`src/common/cnn_defines.svh`:
```
`ifndef CNN_DEFINES_SVH
`define CNN_DEFINES_SVH

// --------------------
// Datapath widths
// --------------------
`define CNN_PIX_W      8     // Pixel and weight bits
`define CNN_TAPS       9     // 3x3 window
`define CNN_N_KERN     4     // Output channels
`define CNN_PARAM_W    16    // Scale and bias bits

// --------------------
// Image geometry
// --------------------
`define CNN_MAX_DIM    16    // Largest width or height
`define CNN_DIM_W      5     // Row and column index bits
`define CNN_IMG_DEPTH  256   // Image buffer words
`define CNN_IMG_AW     8     // Image buffer address bits
`define CNN_DELAY_W    12    // Start-up and hsync counters

// --------------------
// AHB address fields
// --------------------
`define CNN_REG_LSB    2     // Register index at HADDR[5:2]
`define CNN_REG_W      4
`define CNN_IDX_LSB    6     // Element index at HADDR[13:6]

// Window stage plus four kernel stages
`define CNN_PIPE_LAT   5

`endif

```
`src/common/cnn_cfg_if.sv`:
```
`timescale 1ns/1ps
`default_nettype none

`include "cnn_defines.svh"

// Layer config and run control from the register block
interface cnn_cfg_if;
	logic [`CNN_DIM_W-1:0]   width;
	logic [`CNN_DIM_W-1:0]   height;
	logic [`CNN_DELAY_W-1:0] start_up;
	logic [`CNN_DELAY_W-1:0] hsync;
	logic                    act_type;
	logic [4:0]              bias_shift;
	logic [2:0]              act_shift;
	logic                    start;   // One-cycle run request
	logic                    done;    // One-cycle end of frame

	modport regs (output width, height, start_up, hsync, act_type, bias_shift,
		act_shift, start, input done);
	modport ctrl (input width, height, start_up, hsync, start, output done);
	modport kern (input act_type, bias_shift, act_shift);
endinterface

`default_nettype wire

```
`src/frame/cnn_frame_ctrl.sv`:
```
`timescale 1ns/1ps
`default_nettype none

`include "cnn_defines.svh"

module cnn_frame_ctrl (
	input  logic                  HCLK,
	input  logic                  HRESETn,
	cnn_cfg_if.ctrl               cfg,
	output logic                  scan_o,   // One pixel per cycle in S_DATA
	output logic [`CNN_DIM_W-1:0] row_o,
	output logic [`CNN_DIM_W-1:0] col_o
);
	localparam int DRAIN_W = $clog2(`CNN_PIPE_LAT + 1);

	typedef enum logic [1:0] {S_IDLE, S_START, S_DATA, S_HSYNC} state_e;

	state_e                  state_q;
	logic [`CNN_DELAY_W-1:0] dly_q;     // Remaining wait cycles minus one
	logic [`CNN_DIM_W-1:0]   row_q, col_q;
	logic [DRAIN_W-1:0]      drain_q;   // Pipeline flush after last pixel
	logic                    done_q;
	logic                    last_col, last_row;

	assign last_col = (col_q == cfg.width - 1'b1);
	assign last_row = (row_q == cfg.height - 1'b1);

	always_ff @(posedge HCLK or negedge HRESETn) begin
		if (!HRESETn) begin
			state_q <= S_IDLE;
			dly_q   <= '0;
			row_q   <= '0;
			col_q   <= '0;
			drain_q <= '0;
			done_q  <= 1'b0;
		end else begin
			done_q <= 1'b0;
			if (drain_q != '0) begin
				drain_q <= drain_q - 1'b1;
				done_q  <= (drain_q == DRAIN_W'(1));  // Last result already out
			end
			case (state_q)
				S_IDLE: begin
					if (cfg.start && drain_q == '0) begin
						row_q <= '0;
						col_q <= '0;
						if (cfg.start_up == '0) begin
							state_q <= S_DATA;
						end else begin
							state_q <= S_START;
							dly_q   <= cfg.start_up - 1'b1;
						end
					end
				end
				S_START, S_HSYNC: begin
					if (dly_q == '0)
						state_q <= S_DATA;
					else
						dly_q <= dly_q - 1'b1;
				end
				S_DATA: begin
					if (!last_col) begin
						col_q <= col_q + 1'b1;
					end else begin
						col_q <= '0;
						if (last_row) begin
							state_q <= S_IDLE;
							drain_q <= DRAIN_W'(`CNN_PIPE_LAT);
						end else begin
							row_q <= row_q + 1'b1;
							if (cfg.hsync != '0) begin  // Zero gap keeps scanning
								state_q <= S_HSYNC;
								dly_q   <= cfg.hsync - 1'b1;
							end
						end
					end
				end
				default: state_q <= S_IDLE;
			endcase
		end
	end

	assign scan_o   = (state_q == S_DATA);
	assign row_o    = row_q;
	assign col_o    = col_q;
	assign cfg.done = done_q;
endmodule

`default_nettype wire

```
`src/flat_wrapper.sv`:
```
// flat-port wrapper written by rule: the top's interface ports become plain ports
module cnn_frame_ctrl_flat 
  (HCLK, HRESETn, scan_o, row_o, col_o, cfg_width, cfg_height, cfg_start_up, cfg_hsync, cfg_start, cfg_done);
  cnn_cfg_if cfg_i ();
  input  logic HCLK;
  input  logic HRESETn;
  output logic scan_o;
  output logic [`CNN_DIM_W-1:0] row_o;
  output logic [`CNN_DIM_W-1:0] col_o;
  input wire logic [$bits(cfg_i.width)-1:0] cfg_width;
  input wire logic [$bits(cfg_i.height)-1:0] cfg_height;
  input wire logic [$bits(cfg_i.start_up)-1:0] cfg_start_up;
  input wire logic [$bits(cfg_i.hsync)-1:0] cfg_hsync;
  input wire logic [$bits(cfg_i.start)-1:0] cfg_start;
  output wire logic [$bits(cfg_i.done)-1:0] cfg_done;
  assign cfg_i.width = cfg_width;
  assign cfg_i.height = cfg_height;
  assign cfg_i.start_up = cfg_start_up;
  assign cfg_i.hsync = cfg_hsync;
  assign cfg_i.start = cfg_start;
  assign cfg_done = cfg_i.done;
  cnn_frame_ctrl u_core (.HCLK(HCLK), .HRESETn(HRESETn), .cfg(cfg_i), .scan_o(scan_o), .row_o(row_o), .col_o(col_o));
endmodule
```
`config.mk`:
```
export PLATFORM = sky130hd
export DESIGN_NAME = cnn_frame_ctrl_flat
export DESIGN_NICKNAME = d
export VERILOG_FILES = /design/src/common/cnn_cfg_if.sv /design/src/frame/cnn_frame_ctrl.sv /design/src/flat_wrapper.sv
export VERILOG_INCLUDE_DIRS = /design/src /design/src/common
export SDC_FILE = /design/constraint.sdc
export NUM_CORES = 1
export LEC_CHECK = 0
export BUFFER_PORTS_ARGS = -buffer_cell sky130_fd_sc_hd__buf_2
export CORE_MARGIN = 2
export CORE_UTILIZATION = 30
export DETAILED_ROUTE_END_ITERATION = 8
export PLACE_DENSITY = 0.59
export SLEW_MARGIN = 40
export SYNTH_ARGS = -nofsm -noshare
export SYNTH_HDL_FRONTEND = slang
export SYNTH_SLANG_ARGS = --single-unit
```
`constraint.sdc`:
```
create_clock -name HCLK -period 2.45 [get_ports HCLK]
set_input_delay 0.3675 -clock HCLK [delete_from_list [all_inputs] [get_ports HCLK]]
set_output_delay 0.3675 -clock HCLK [all_outputs]
set_load 0.02 [all_outputs]
```
After elaboration in Yosys (flattened, before gate mapping)
Cells that the tools add are included.
{ "totals": {"in_bits": 37, "ff_bits": 28, "out_inout_bits": 12} }
{ "op_classes": {"mux": 25, "add_sub_neg": 8, "reduce_logical": 13, "eq_ne": 14} }
{ "op_table": {"columns": ["cell", "n"], "rows": [
  ["$mux W12", 6],
  ["$pmux W12 S3", 1],
  ["$sub A12 B1 Y12 const B", 3],
  ["$logic_not A12 Y1", 2],
  ["$mux W5", 4],
  ["$pmux W5 S2", 2],
  ["$mux W2", 6],
  ["$mux W3", 4],
  ["$reduce_bool A12 Y1", 1],
  ["$add A5 B1 Y5 const B", 2],
  ["$eq A5 B5 Y1", 2],
  ["$sub A5 B1 Y5 const B", 2],
  ["$ne A2 B1 Y1 const B", 4],
  ["$reduce_and A4 Y1", 2],
  ["$ne A2 B2 Y1 const B", 3],
  ["$pmux W2 S3", 1],
  ["$reduce_and A6 Y1", 1],
  ["$eq A2 B2 Y1 const B", 2],
  ["$eq A3 B1 Y1 const B", 1],
  ["$logic_not A3 Y1", 1],
  ["$ne A3 B1 Y1 const B", 1],
  ["$reduce_bool A3 Y1", 1],
  ["$sub A3 B1 Y3 const B", 1],
  ["$eq A2 B1 Y1 const B", 1],
  ["other kinds (6)", 6]
]} }

Depth between registers and ports, before layout
{ "depth": {"word_depth": 5, "depth_mapped": 9, "ltp_nobuf": 8} }

Worst setup path after synthesis
Ideal clock, no wire load.
{ "synth_timing": {"path_kind": "register -> register", "from": "register u_core.state_q[1]", "to": "register u_core.dly_q[8]", "synth_period_minus_slack_ns": 2.292, "arrival_time_ns": 2.151, "setup_slack_ns": 0.158, "stages_incl_launch_ff": 10, "cell_sequence": "dfrtp_1 buf_6 buf_6 mux2_1 mux2i_2 ha_1 and3_1 nand3_1 a2111oi_0 a211oi_1"} }
{ "synth_via": {"elab_chain_cells": 4, "word_cells_on_any_way": 13, "classes_between": "9 x eq/ne; 1 x mux; 3 x reduce/logical"} }
{ "synth_rtl": {"columns": ["item", "line_no", "rtl"], "rows": [
  ["start, declared", "cnn_frame_ctrl.sv:18", "state_e state_q;"],
  ["start signal, assigned", "cnn_frame_ctrl.sv:30", "state_q <= S_IDLE;"],
  ["start signal, assigned", "cnn_frame_ctrl.sv:48", "state_q <= S_DATA;"],
  ["start signal, assigned", "cnn_frame_ctrl.sv:50", "state_q <= S_START;"],
  ["$eq A2 B1 Y1 or $eq A2 B2 Y1 (tied branches)", "cnn_frame_ctrl.sv:42", "case (state_q)"],
  ["$reduce_or A2 Y1", "cnn_frame_ctrl.sv:42", null],
  ["$ne A2 B2 Y1 (no source line)", null, null],
  ["$reduce_and A6 Y1 (no source line)", null, null],
  ["end signal, assigned", "cnn_frame_ctrl.sv:51", "dly_q <= cfg.start_up - 1'b1;"],
  ["end signal, assigned", "cnn_frame_ctrl.sv:59", "dly_q <= dly_q - 1'b1;"],
  ["end signal, assigned", "cnn_frame_ctrl.sv:73", "dly_q <= cfg.hsync - 1'b1;"],
  ["end, declared", "cnn_frame_ctrl.sv:19", "logic [`CNN_DELAY_W-1:0] dly_q;"]
]} }
Parallel ways exist; a longest one is shown, timed or not.
A chain may end at the register's enable or synchronous reset.

Worst setup path in the final report
{ "layout_timing": {"from": "register u_core.drain_q[0]", "to": "register u_core.dly_q[2]"} }
{ "layout_via": {"elab_chain_cells": 4} }
{ "layout_rtl": {"columns": ["item", "line_no", "rtl"], "rows": [
  ["start, declared", "cnn_frame_ctrl.sv:21", "logic [DRAIN_W-1:0] drain_q;"],
  ["start signal, assigned", "cnn_frame_ctrl.sv:39", "drain_q <= drain_q - 1'b1;"],
  ["start signal, assigned", "cnn_frame_ctrl.sv:68", "drain_q <= DRAIN_W'(`CNN_PIPE_LAT);"],
  ["$logic_not A3 Y1", "cnn_frame_ctrl.sv:44", "if (cfg.start && drain_q == '0) begin"],
  ["$logic_and A1 B1 Y1", "cnn_frame_ctrl.sv:44", null],
  ["$ne A2 B1 Y1 (no source line)", null, null],
  ["$reduce_and A6 Y1 (no source line)", null, null]
]} }
Every way passes these cells.

==> results.cfg <==
[yosys]
yosysTopAreaCellShare = 0.311
seq_area_frac_synth = 0.311
ys_ff_latch = 28
async_flop_share = 1.00
syn_inst = 250
synth_flop_cell = dfrtp_1
synthTopCellsByArea = dfrtp_1 (31%), xnor2_1 (5.0%), mux2i_1 (4.9%)
synth_area_leader_cell = dfrtp_1
synth-edff-count = 0
synth_cell_type_count = 51
synth_nets = 295
syn_area_per_cell_sq_um = 9.02
syn-cell-area_sq_mm = 0.00225
yosysWarnings = 0

[layout]
diodes = 0
seq_area_sq_um = 701
nNetsFinal = 360
final_core_util = 0.389
final_layout_size_suffix_gt1_frac = 0.312
syn2layout_area_growth_pct = 25.2
final_cell_area_sq_mm = 0.00282
multi_input_area_sq_mm = 0.00146
nFillCells = 748

[critical_path]
r2r_slack_ps = 180
critPathMaxFanout = 8
crit_start = u_core.drain_q[0]$_DFF_PN0_
crit_type = register to register
r2r_cells = 8
start_kind = register
cp.arrival_ps = 2450
r2r-start = u_core.drain_q[0]$_DFF_PN0_
worstSetupEndpointType = register
cp_data_required_time_ps = 2630

[global_routing]
grt_max_degree = 29
grt_pass1_wl_mm = 9.89
grt_overflow = 0
antenna_found_initial = 0
groute.usage.overall = 0.146
first_global_vias = 2040

[pwr]
power_density_mw_per_mm2 = 1050
ir_worst_vdd_uv = 291
p_leak_nw = 1.24

[place]
placed_cell_area_sq_mm = 0.00274
hpwl_mm = 4.60
place.gp.congestion = 0.841
portBuffers = 48

[die]
io-pin-count = 49
die-area_sq_mm = 0.00822
num_rows = 31
dieHeight_microns = 90.7
core_sq_mm = 0.00725
fp.dieW_microns = 90.7
start_util = 0.311

[cts]
post_cts_buffers = 0
cts_root_buf = clkbuf_8
clk-insertion-delay-late_ps = 280
clock_path_buffers = 2
cts-htree-levels = 1
clock_sinks = 28
clk_pin_slew_ps = 110
tritoncts.num_buffers = 3
cts_tree = yes
cts_resized = 0
holdBufCountCts = 0

[route]
wl_mm = 5.90
vias = 2111
via_per_inst = 5.11
first_iter_violations = 96
drc = 0
post_drt_wl_per_cell_microns = 14.3
dr.pass1.iters = 4
ant_nets = 0

[job]
drv_cap = 0

[timing]
clock_skew_ps = 9.87
finalMaxSlewViolations = 0
hold_violations = 0
slew_headroom = 0.551
worst_slew_pin_slew_ps = 674
fin_crit_sh = 0.927
rsz0062_at_grt = false
setup_viol = 0
clock.fmax_mhz = 440
period_needed_ps = 2270

[outcome]
outcome = completed

[hold_path]
hold_class = input pin to async pin
[worst max-delay path: stages, from the launching register on]
cell      delay, ps
dfrtp_1         370
inv_1            80
ha_1            230
nand3b_1        170
a31oi_1          60
o311ai_0        340
o21ba_2         220
nand2_1         310
mux2_2          390
[registers in the layout, summed over array words and instances, names as in the netlist]
| name | count |
|---|---|
| u_core.cfg.done | 1 |
| u_core.col_o | 5 |
| u_core.dly_q | 12 |
| u_core.drain_q | 3 |
| u_core.row_o | 5 |
| u_core.state_q | 2 |
[placed cells by master, fill, tap and decap left out, types with 3 or more instances in the layout]
cell	count
a211oi_1	3
a21o_1	3
a21oi_1	11
a31o_2	3
a31oi_1	3
and2_1	3
buf_2	48
buf_4	18
clkbuf_8	3
dfrtp_1	28
ha_1	8
inv_1	13
mux2_2	9
mux2i_1	10
mux2i_2	4
nand2_1	20
nand3_1	9
nand4_1	6
nor2_1	9
nor3_1	8
nor4_1	10
o21ai_0	14
o21ai_1	3
o31ai_1	4
xnor2_1	13
xor2_1	10
[layout make-up]
type | instances | area share
flip-flops and latches | 28 | 0.248
inverters | 13 | 0.0173
multi-input cells | 201 | 0.518
clock buffers | 3 | 0.0146
well taps | 99 | 0.0439
repair buffers | 68 | 0.147
clock inverters | 1 | 0.0106
[synthesized netlist by cell type, types with 3 or more instances]
cell type  number
xor2_1         10
nand2_1        20
mux2i_2         3
nor3_1          8
nand4_1         6
a211oi_1        3
and2_1          3
a31o_2          3
a21oi_1        11
inv_1          13
nand3_1         9
dfrtp_1        28
o21ai_1         3
o21ai_0        14
buf_2           5
nor2_1          9
o31ai_1         4
a21o_1          3
mux2_2          9
mux2i_1        11
ha_1            8
a31oi_1         3
xnor2_1        13
nor4_1         10
[power breakdown]
group | internal [mW] | switching [mW] | leakage [nW]
registers | 0.684 | 0.249 | 0.339
logic | 0.763 | 0.899 | 0.865
clock network | 0.219 | 0.156 | 0.0357
total | 1.67 | 1.30 | 1.24
[metal layers]
layer / vias to the layer above / global-route usage / part of all wire / wire length, microns
li1: 1052 / - / - / -
met1: 1014 / 0.195 / 0.46 / 2730
met2: 41 / 0.251 / 0.48 / 2860
met3: 4 / 0.0184 / 0.048 / 281
met4: 0 / 0.0308 / 0.0054 / 32
met5: - / 0 / 0 / 0
[worst paths after layout]
path | endpoint
hold / removal | u_core.row_o[3]$_DFFE_PN0P_
hold reg to reg | u_core.dly_q[6]$_DFFE_PN0P_
setup / recovery | u_core.dly_q[2]$_DFFE_PN0P_
max in group asynchronous | u_core.dly_q[10]$_DFFE_PN0P_
min in group HCLK | u_core.dly_q[6]$_DFFE_PN0P_
setup reg to reg | u_core.dly_q[2]$_DFFE_PN0P_
[metrics by stage]
step / TNS [ps] / hold slack [ps] / power, mW / worst slack (ps) / instances
floorplan: 0 / 71.9 / 2.06 / 158 / 250
global placement: 0 / 445 / 2.55 / 5.42 / 409
detailed placement: -111 / 451 / 2.59 / -30.2 / 409
CTS: 0 / 135 / 2.98 / 133 / 413
global route: 0 / 160 / 3.23 / 4.73 / 413
finish: 0 / 111 / 2.97 / 178 / 413
[logic make-up (layout without fill, tap and decap cells)]
kind of cell    after synthesis  after routing  synth area share
xor+xnor                     23             23            0.0893
simple gates                 85             85             0.213
buf+inv                      21             85            0.0444
mux                          26             26             0.129
flops                        28             28             0.311
fa+ha+maj                     8              8            0.0444
compound gates               59             59             0.169
Power figures use the tool's default switching activity.
