### src/common/cnn_defines.svh
`ifndef CNN_DEFINES_SVH
`define CNN_DEFINES_SVH

// --------------------
// Datapath widths
// --------------------
`define CNN_PIX_W      8     // Pixel and weight bits
`define CNN_TAPS       9     // 3x3 window
`define CNN_N_KERN     4     // Output channels
`define CNN_PARAM_W    16    // Scale and bias bits

// --------------------
// Image geometry
// --------------------
`define CNN_MAX_DIM    16    // Largest width or height
`define CNN_DIM_W      5     // Row and column index bits
`define CNN_IMG_DEPTH  256   // Image buffer words
`define CNN_IMG_AW     8     // Image buffer address bits
`define CNN_DELAY_W    12    // Start-up and hsync counters

// --------------------
// AHB address fields
// --------------------
`define CNN_REG_LSB    2     // Register index at HADDR[5:2]
`define CNN_REG_W      4
`define CNN_IDX_LSB    6     // Element index at HADDR[13:6]

// Window stage plus four kernel stages
`define CNN_PIPE_LAT   5

`endif

### src/common/cnn_pkg.sv
`default_nettype none

`include "cnn_defines.svh"

// Register map and config word layouts
package cnn_pkg;

	// Word index at HADDR[5:2]
	typedef enum logic [`CNN_REG_W-1:0] {
		REG_DIMS       = 4'd0,
		REG_DELAYS     = 4'd1,
		REG_LAYER_CFG  = 4'd2,
		REG_PIXEL      = 4'd3,  // Indexed by pixel
		REG_WEIGHT     = 4'd4,  // Kernel * 9 + tap
		REG_SCALE_BIAS = 4'd5,  // Indexed by kernel
		REG_START      = 4'd6,
		REG_DONE       = 4'd7
	} reg_sel_e;

	typedef struct packed {
		logic [16-`CNN_DIM_W-1:0] rsvd_hi;
		logic [`CNN_DIM_W-1:0]    height;   // 20:16
		logic [16-`CNN_DIM_W-1:0] rsvd_lo;
		logic [`CNN_DIM_W-1:0]    width;    // 4:0
	} dims_t;

	typedef struct packed {
		logic [32-2*`CNN_DELAY_W-1:0] rsvd;
		logic [`CNN_DELAY_W-1:0]      hsync;     // 23:12
		logic [`CNN_DELAY_W-1:0]      start_up;  // 11:0
	} delays_t;

	typedef struct packed {
		logic [22:0] rsvd;
		logic [2:0]  act_shift;   // 8:6
		logic [4:0]  bias_shift;  // 5:1
		logic        act_type;    // 0 ReLU, 1 linear
	} layer_cfg_t;

	typedef struct packed {
		logic signed [`CNN_PARAM_W-1:0] bias;
		logic [`CNN_PARAM_W-1:0]        scale;
	} coef_t;

	// One bus word, decoded per selected register
	typedef union packed {
		logic [31:0] raw;
		dims_t       dims;
		delays_t     delays;
		layer_cfg_t  cfg;
		coef_t       coef;
	} reg_word_u;

endpackage

`default_nettype wire

### src/common/cnn_cfg_if.sv
`timescale 1ns/1ps
`default_nettype none

`include "cnn_defines.svh"

// Layer config and run control from the register block
interface cnn_cfg_if;
	logic [`CNN_DIM_W-1:0]   width;
	logic [`CNN_DIM_W-1:0]   height;
	logic [`CNN_DELAY_W-1:0] start_up;
	logic [`CNN_DELAY_W-1:0] hsync;
	logic                    act_type;
	logic [4:0]              bias_shift;
	logic [2:0]              act_shift;
	logic                    start;   // One-cycle run request
	logic                    done;    // One-cycle end of frame

	modport regs (output width, height, start_up, hsync, act_type, bias_shift,
		act_shift, start, input done);
	modport ctrl (input width, height, start_up, hsync, start, output done);
	modport kern (input act_type, bias_shift, act_shift);
endinterface

`default_nettype wire

### src/conv/cnn_conv_kern.sv
`timescale 1ns/1ps
`default_nettype none

`include "cnn_defines.svh"

module cnn_conv_kern
	import cnn_pkg::*;
#(
	parameter int KERN_ID = 0
) (
	input  logic                            HCLK,
	input  logic                            HRESETn,
	cnn_cfg_if.kern                         cfg,
	input  logic                            weight_we_i,
	input  logic                            coef_we_i,
	input  logic [`CNN_IMG_AW-1:0]          mem_idx_i,
	input  logic [31:0]                     mem_data_i,
	input  logic [`CNN_TAPS*`CNN_PIX_W-1:0] win_i,
	input  logic                            win_vld_i,
	output logic [`CNN_PIX_W-1:0]           act_o,
	output logic                            act_vld_o
);
	localparam int PROD_W = 2*`CNN_PIX_W + 1;              // u8 * s8
	localparam int SUM_W  = PROD_W + $clog2(`CNN_TAPS);
	localparam int SCL_W  = SUM_W + `CNN_PARAM_W + 1;
	localparam int ACC_W  = SCL_W + 1;                      // Room for bias add

	logic signed [`CNN_PIX_W-1:0]   w_q [`CNN_TAPS];
	logic [`CNN_PARAM_W-1:0]        scale_q;
	logic signed [`CNN_PARAM_W-1:0] bias_q;
	coef_t                          coef_w;
	logic signed [PROD_W-1:0]       prod_q [`CNN_TAPS];
	logic signed [SUM_W-1:0]        sum_d, sum_q;
	logic signed [SCL_W-1:0]        mul_d, scl_q;
	logic signed [ACC_W-1:0]        biased, relu_v, shifted;
	logic [`CNN_PIX_W-1:0]          act_d;
	logic [3:0]                     vld_q;    // One bit per stage

	assign coef_w = mem_data_i;

	// --------------------
	// Coefficient store
	// --------------------
	always_ff @(posedge HCLK or negedge HRESETn) begin
		if (!HRESETn) begin
			for (int t = 0; t < `CNN_TAPS; t++)
				w_q[t] <= '0;
			scale_q <= '0;
			bias_q  <= '0;
		end else begin
			if (weight_we_i && mem_idx_i / `CNN_TAPS == KERN_ID)
				w_q[mem_idx_i % `CNN_TAPS] <= mem_data_i[`CNN_PIX_W-1:0];
			if (coef_we_i && mem_idx_i == KERN_ID) begin
				scale_q <= coef_w.scale;
				bias_q  <= coef_w.bias;
			end
		end
	end

	// --------------------
	// Arithmetic pipeline
	// --------------------
	always_comb begin
		sum_d = '0;
		for (int t = 0; t < `CNN_TAPS; t++)
			sum_d = sum_d + prod_q[t];
	end

	assign mul_d   = sum_q * $signed({1'b0, scale_q});
	assign biased  = scl_q + bias_q;
	assign relu_v  = (!cfg.act_type && biased < 0) ? '0 : biased;
	assign shifted = relu_v >>> cfg.act_shift;

	// Clamp to u8 for ReLU or s8 for linear
	always_comb begin
		if (!cfg.act_type)
			act_d = (shifted > 255) ? 8'hff : shifted[`CNN_PIX_W-1:0];
		else if (shifted > 127)
			act_d = 8'h7f;
		else if (shifted < -128)
			act_d = 8'h80;
		else
			act_d = shifted[`CNN_PIX_W-1:0];
	end

	always_ff @(posedge HCLK) begin
		for (int t = 0; t < `CNN_TAPS; t++)  // Stage 1 products
			prod_q[t] <= $signed({1'b0, win_i[t*`CNN_PIX_W +: `CNN_PIX_W]}) * w_q[t];
		sum_q <= sum_d;                       // Stage 2
		scl_q <= mul_d >>> cfg.bias_shift;    // Stage 3
		act_o <= act_d;                       // Stage 4
	end

	always_ff @(posedge HCLK or negedge HRESETn) begin
		if (!HRESETn)
			vld_q <= '0;
		else
			vld_q <= {vld_q[2:0], win_vld_i};
	end

	assign act_vld_o = vld_q[3];
endmodule

`default_nettype wire

### src/flat_wrapper.sv
// flat-port wrapper written by rule: the top's interface ports become plain ports
module cnn_conv_kern_flat import cnn_pkg::*;
#(
	parameter int KERN_ID = 0
)
  (HCLK, HRESETn, weight_we_i, coef_we_i, mem_idx_i, mem_data_i, win_i, win_vld_i, act_o, act_vld_o, cfg_act_type, cfg_bias_shift, cfg_act_shift);
  cnn_cfg_if cfg_i ();
  input  logic HCLK;
  input  logic HRESETn;
  input  logic weight_we_i;
  input  logic coef_we_i;
  input  logic [`CNN_IMG_AW-1:0] mem_idx_i;
  input  logic [31:0] mem_data_i;
  input  logic [`CNN_TAPS*`CNN_PIX_W-1:0] win_i;
  input  logic win_vld_i;
  output logic [`CNN_PIX_W-1:0] act_o;
  output logic act_vld_o;
  input wire logic [$bits(cfg_i.act_type)-1:0] cfg_act_type;
  input wire logic [$bits(cfg_i.bias_shift)-1:0] cfg_bias_shift;
  input wire logic [$bits(cfg_i.act_shift)-1:0] cfg_act_shift;
  assign cfg_i.act_type = cfg_act_type;
  assign cfg_i.bias_shift = cfg_bias_shift;
  assign cfg_i.act_shift = cfg_act_shift;
  cnn_conv_kern #(.KERN_ID(KERN_ID)) u_core (.HCLK(HCLK), .HRESETn(HRESETn), .cfg(cfg_i), .weight_we_i(weight_we_i), .coef_we_i(coef_we_i), .mem_idx_i(mem_idx_i), .mem_data_i(mem_data_i), .win_i(win_i), .win_vld_i(win_vld_i), .act_o(act_o), .act_vld_o(act_vld_o));
endmodule
### config.mk
export PLATFORM = sky130hd
export DESIGN_NAME = cnn_conv_kern_flat
export DESIGN_NICKNAME = d
export VERILOG_FILES = /design/src/common/cnn_pkg.sv /design/src/common/cnn_cfg_if.sv /design/src/conv/cnn_conv_kern.sv /design/src/flat_wrapper.sv
export VERILOG_INCLUDE_DIRS = /design/src /design/src/common
export SDC_FILE = /design/constraint.sdc
export NUM_CORES = 2
export LEC_CHECK = 0
export BUFFER_PORTS_ARGS = -buffer_cell sky130_fd_sc_hd__buf_4
export CAP_MARGIN = 10
export CORE_MARGIN = 3
export CORE_UTILIZATION = 45
export DETAILED_ROUTE_END_ITERATION = 7
export GPL_TIMING_DRIVEN = 0
export SYNTH_ARGS = -nofsm -noshare
export SYNTH_HDL_FRONTEND = slang
export SYNTH_SLANG_ARGS = --single-unit
### constraint.sdc
create_clock -name HCLK -period 10.9 [get_ports HCLK]
set_clock_uncertainty 0.15 [all_clocks]
set_input_delay 0 -clock HCLK [delete_from_list [all_inputs] [get_ports HCLK]]
set_output_delay 0 -clock HCLK [all_outputs]
set_load 0.02 [all_outputs]
Yosys cells after proc, flatten, opt, wreduce, memory -nomap -nowiden
Memory sizes are Yosys's and may differ from the RTL's.
Index checks and enable logic that the tools add are counted.
{"block": "word_totals", "regBits": 175, "latchBits": 0, "ram_bits": 153, "romBits": 0, "out_inout_bits": 9, "memories": 1}
{"block": "op_classes", "n_addsub": 9, "n_mul": 10, "div": 2, "magnitude_cmp": 6, "n_eq_ne": 0, "shifts": 2, "n_mux": 8, "bitwise": 1, "n_reduce_logical": 7}
{"name": "u_core.prod_q", "words": 9, "width": 17, "rd": 9, "rd_clocked_by_memory_dff": 0, "wr": 9, "line": "cnn_conv_kern.sv:32", "text": "logic signed [PROD_W-1:0] prod_q [`CNN_TAPS];"}
{"operator": "$mul 9x8->17", "n": 9}
{"operator": "$add 21x17->21", "n": 6}
{"operator": "$bwmux 72", "n": 1}
{"operator": "$mux 8", "n": 5}
{"operator": "$add 38x16->39", "n": 1}
{"operator": "$gt 39x8->1 const B", "n": 1}
{"operator": "$gt 39x9->1 const B", "n": 1}
{"operator": "$lt 39x1->1 const B", "n": 1}
{"operator": "$lt 39x8->1 const B", "n": 1}
{"operator": "$mux 39", "n": 1}
{"operator": "$sshr 39x3->39", "n": 1}
{"operator": "$mul 21x17->38", "n": 1}
{"operator": "$sshr 38x5->38", "n": 1}
{"operator": "$ge 33x5->1 const B", "n": 1}
{"operator": "$lt 33x1->1 const B", "n": 1}
{"operator": "$not 32->33", "n": 1}
{"operator": "$demux 8 s4", "n": 1}
{"operator": "$div 8x4->32 const B", "n": 1}
{"operator": "$logic_not 32->1", "n": 1}
{"operator": "$mod 8x4->32 const B", "n": 1}
{"operator": "$add 18x17->19", "n": 1}
{"operator": "$add 17x17->18", "n": 1}
{"operator": "$logic_not 8->1", "n": 1}
{"operator": "$logic_and 1x1->1", "n": 4}
{"operator": "$logic_not 1->1", "n": 1}

Logic depth before layout (Yosys ltp)
{"block": "depth", "ltp_word": 9, "depth_mapped": 29, "ltp_nobuf": 28}

Worst setup path after synthesis
No wires, ideal clock.
{"block": "synth_timing", "kind": "register -> register", "startpoint": "register u_core.sum_q[20]", "endpoint": "register u_core.scl_q[12]", "setup_ps": 121, "arrival_time_ps": 7428, "path_slack_ps": 3201, "path_stages_with_launch": 26, "path_buffers": 2, "path_cell_list": "dfxtp_1 clkbuf_1 nand2_1 inv_1 fa_1 fa_1 inv_1 fa_1 fa_1 fa_1 inv_1 fa_1 ha_1 clkbuf_1 o21ai_0 nand2b_1 a21oi_1 nand2b_1 nor2_1 or3_1 o311a_1 or3_1 and2_1 mux4_2 mux4_2 mux2_2"}
{"block": "synth_via", "elab_chain_cells": 2}
{"element": "from (decl)", "line": "cnn_conv_kern.sv:33", "text": "logic signed [SUM_W-1:0] sum_d, sum_q;"}
{"element": "from (signal assigned)", "line": "cnn_conv_kern.sv:89", "text": "sum_q <= sum_d;"}
{"element": "$mul 21x17->38", "line": "cnn_conv_kern.sv:69", "text": "assign mul_d = sum_q * $signed({1'b0, scale_q});"}
{"element": "$sshr 38x5->38", "line": "cnn_conv_kern.sv:90", "text": "scl_q <= mul_d >>> cfg.bias_shift;"}
{"element": "to (signal assigned)", "line": "cnn_conv_kern.sv:90"}
{"element": "to (decl)", "line": "cnn_conv_kern.sv:34", "text": "logic signed [SCL_W-1:0] mul_d, scl_q;"}
Every way passes these cells.
A chain may end at the register's enable or synchronous reset.

Worst setup path after layout
{"block": "layout_timing", "startpoint": "register u_core.sum_q[7]", "endpoint": "register u_core.scl_q[8]"}
The elaborated chain is that of the path after synthesis.

==> impl_metrics.ini <==
[route]
drt_wl_total_um = 140000
firstDrtPassIters = 8
postRouteAntennaNets = 0
via_count = 40200
wl_per_cell_um = 18.7
detail_route.vias_per_cell = 5.36
drc_errors = 1
drtIter0Drc = 2433

[sta]
tightest_slew_ns = 1.25
setup_tns_ns = 0
relSlewSlack_pct = 16.9
setup_violations = 0
min_period_ns = 9.55
min_period_over_period_pct = 87.6
fin_ws_ns = 1.35
finalMaxSlewViolations = 0
finalHoldViolCount = 0
fmaxAchievable_ghz = 0.105
rsz0062_at_grt = false

[clocking]
post_cts_buffers = 0
cts-root-buf = clkbuf_16
cts_resized = 0
cts_max_level = 2
clock_path_buffers = 3
numClockSinks = 328
cts_tree = yes
holdBufCountCts = 73
clock_latency_ns = 0.63
cts_buffers = 40
clk_pin_slew_worst_paths_ns = 0.06

[critical_path]
crit_path_start_kind = flip-flop
critPathMaxFanout = 10
cp.arrival_ns = 9.83
worstPathRequired_ns = 11.18
path_class = reg -> reg
cpPeakStageDelay_ns = 0.83
ff2ff_setup_slack_ns = 1.35
endpoint_kind = flip-flop
cp_slowest_cell = xnor2_1
worst-r2r-cell-count = 26
reg2reg_from = u_core.sum_q[7]
r2r_end = u_core.scl_q[8]
cpMostUsedCell = fa_1

[run]
max-cap-violations = 0

[floorplanning]
num_io_pins = 135
row_count = 124
die_x_um = 346
die_y_um = 346
start_util_pct = 45.4
design.core.area_um2 = 115000
die_area_um2 = 120000

[placement]
dpl.cell_count = 7357
portBuffers = 120
place.gp.congestion = 0.929
hpwl_um = 117000
dp_slack_ns = 1.52

[yosys]
yosys.area.top_type = fa_1
synthCells = 5718
yosys-top-cells-area = fa_1 30%, ha_1 14%, dfxtp_1 8.5%
avgSynthCellArea_um2 = 9.10
netlist_area_um2 = 52000
synth_flop_cell = dfxtp_1
seq_area_frac_synth_pct = 13.7
synth-seq-cells = 328
synth_edf_count = 0
ys_warn_count = 0
synth_nets = 7188
yosysTopAreaCellShare_pct = 30.0
async_reset_ff_share_pct = 32.9
synth.distinct_cells = 108

[grt]
antenna_found_initial = 9
grt_max_degree = 68
grt_pass1_vias = 42000
grt_pass1_wl_um = 229000
grt_usage_pct = 23.8
grt_overflow_total = 0

[layout]
fin_nets = 7431
fin_cells = 7509
mostFrequentLayoutCells = 1041 x inv_1, 780 x fa_1, 583 x nand2_1, 564 x ha_1, 461 x and2_1
post-route-util_pct = 49.9
layout_commonest_cell = inv_1
area_growth_pct = 9.78
drive_gt1_share_pct = 5.99

[hold_path]
holdCritPathClass = in -> reg
min_from = mem_data_i[2]
hold_end = u_core.w_q[18]
min_path_cells = 2

[outcome]
violations = design-rule violations
outcome = complete, but fails checks

[power]
peakVddDrop_mv = 0.0993
p_leak_nw = 29.2
power_mw = 3.42
p_per_area_nw_per_um2 = 59.9
## sequential cells by signal (all words and copies together), names as in the netlist
register	flops
u_core.act_o	8
u_core.bias_q	16
u_core.prod_q	153
u_core.scale_q	16
u_core.scl_q	38
u_core.sum_q	21
u_core.vld_q	4
u_core.w_q	72
## cell usage after synthesis, types with 55 or more instances
| library cell | instances |
|---|---|
| inv_1 | 1041 |
| fa_1 | 780 |
| nand2_1 | 583 |
| ha_1 | 564 |
| and2_1 | 461 |
| nor2_1 | 225 |
| dfxtp_1 | 220 |
| a21oi_1 | 211 |
| clkbuf_1 | 148 |
| o21ai_0 | 143 |
| xnor2_1 | 132 |
| dfrtp_1 | 108 |
| mux2_2 | 87 |
| nand2b_1 | 84 |
| mux2i_1 | 69 |
| a21o_1 | 55 |
| xor2_1 | 55 |
## through the flow
stage,cell area (um2),hold slack (ns)
after detailed placement,55000,-0.181
after floorplan,52000,-0.446
after CTS,57100,0.00337
after global routing,57100,0.00919
after global placement,54800,-0.0397
final,57100,0.0201
## worst max path at each step
stage / from / to / cells after the start
5_1_grt: u_core.sum_q[7] / u_core.scl_q[8] / 26
3_3_place_gp: u_core.sum_q[7] / u_core.scl_q[8] / 26
3_5_place_dp: u_core.sum_q[7] / u_core.scl_q[14] / 27
6_report: u_core.sum_q[7] / u_core.scl_q[8] / 26
2_1_floorplan: u_core.sum_q[20] / u_core.scl_q[12] / 25
4_1_cts: u_core.sum_q[7] / u_core.scl_q[8] / 26
## worst max-delay path, delay by kind of cell (launching register included)
kind / cells / cell delay, ns
buffers and inverters: 6 / 0.90
and+or+nand+nor: 3 / 0.59
muxes: 1 / 0.35
xor gates and xnor gates: 1 / 0.83
adders and majority gates: 7 / 3.50
DFF: 1 / 0.61
AOI/OAI and AO/OA: 8 / 2.40
## cell families (layout without fill, tap and decap cells)
group | count (synthesis) | after routing | synth area share [%]
AOI/OAI and AO/OA | 839 | 839 | 11.0
xor gates and xnor gates | 187 | 187 | 3.15
adders and majority gates | 1344 | 1344 | 43.6
buffers and inverters | 1227 | 1502 | 8.89
DFF | 328 | 328 | 13.7
muxes | 182 | 182 | 4.12
other | 0 | 4 | 0
and+or+nand+nor | 1611 | 1611 | 15.6
## area by class of cell
cell class	instances	area [um2]
antenna	4	10.0
buffer	179	692
clock buffer	59	1180
clock inverter	15	190
fill	11000	57400
inverter	1048	3930
multi-input combinational	4163	40300
sequential	328	7110
tap	1512	1890
timing repair buffer	201	1810
## routing by layer
metal / global-route usage, % / up-vias / wire [um]
met3: 2.57 / 183 / 6430
li1: - / 18900 / -
met5: 0 / - / 20
met2: 42.9 / 922 / 70800
met4: 4.97 / 4 / 3090
met1: 30.9 / 20200 / 60100
## report_power, final
part | internal, mW | switching [mW] | total [mW]
sequential | 1.23 | 0.0378 | 1.27
clock | 0.793 | 0.584 | 1.38
combinational | 0.282 | 0.487 | 0.769
total | 2.31 | 1.11 | 3.42
No activity file was read; power rests on OpenSTA's default activity.
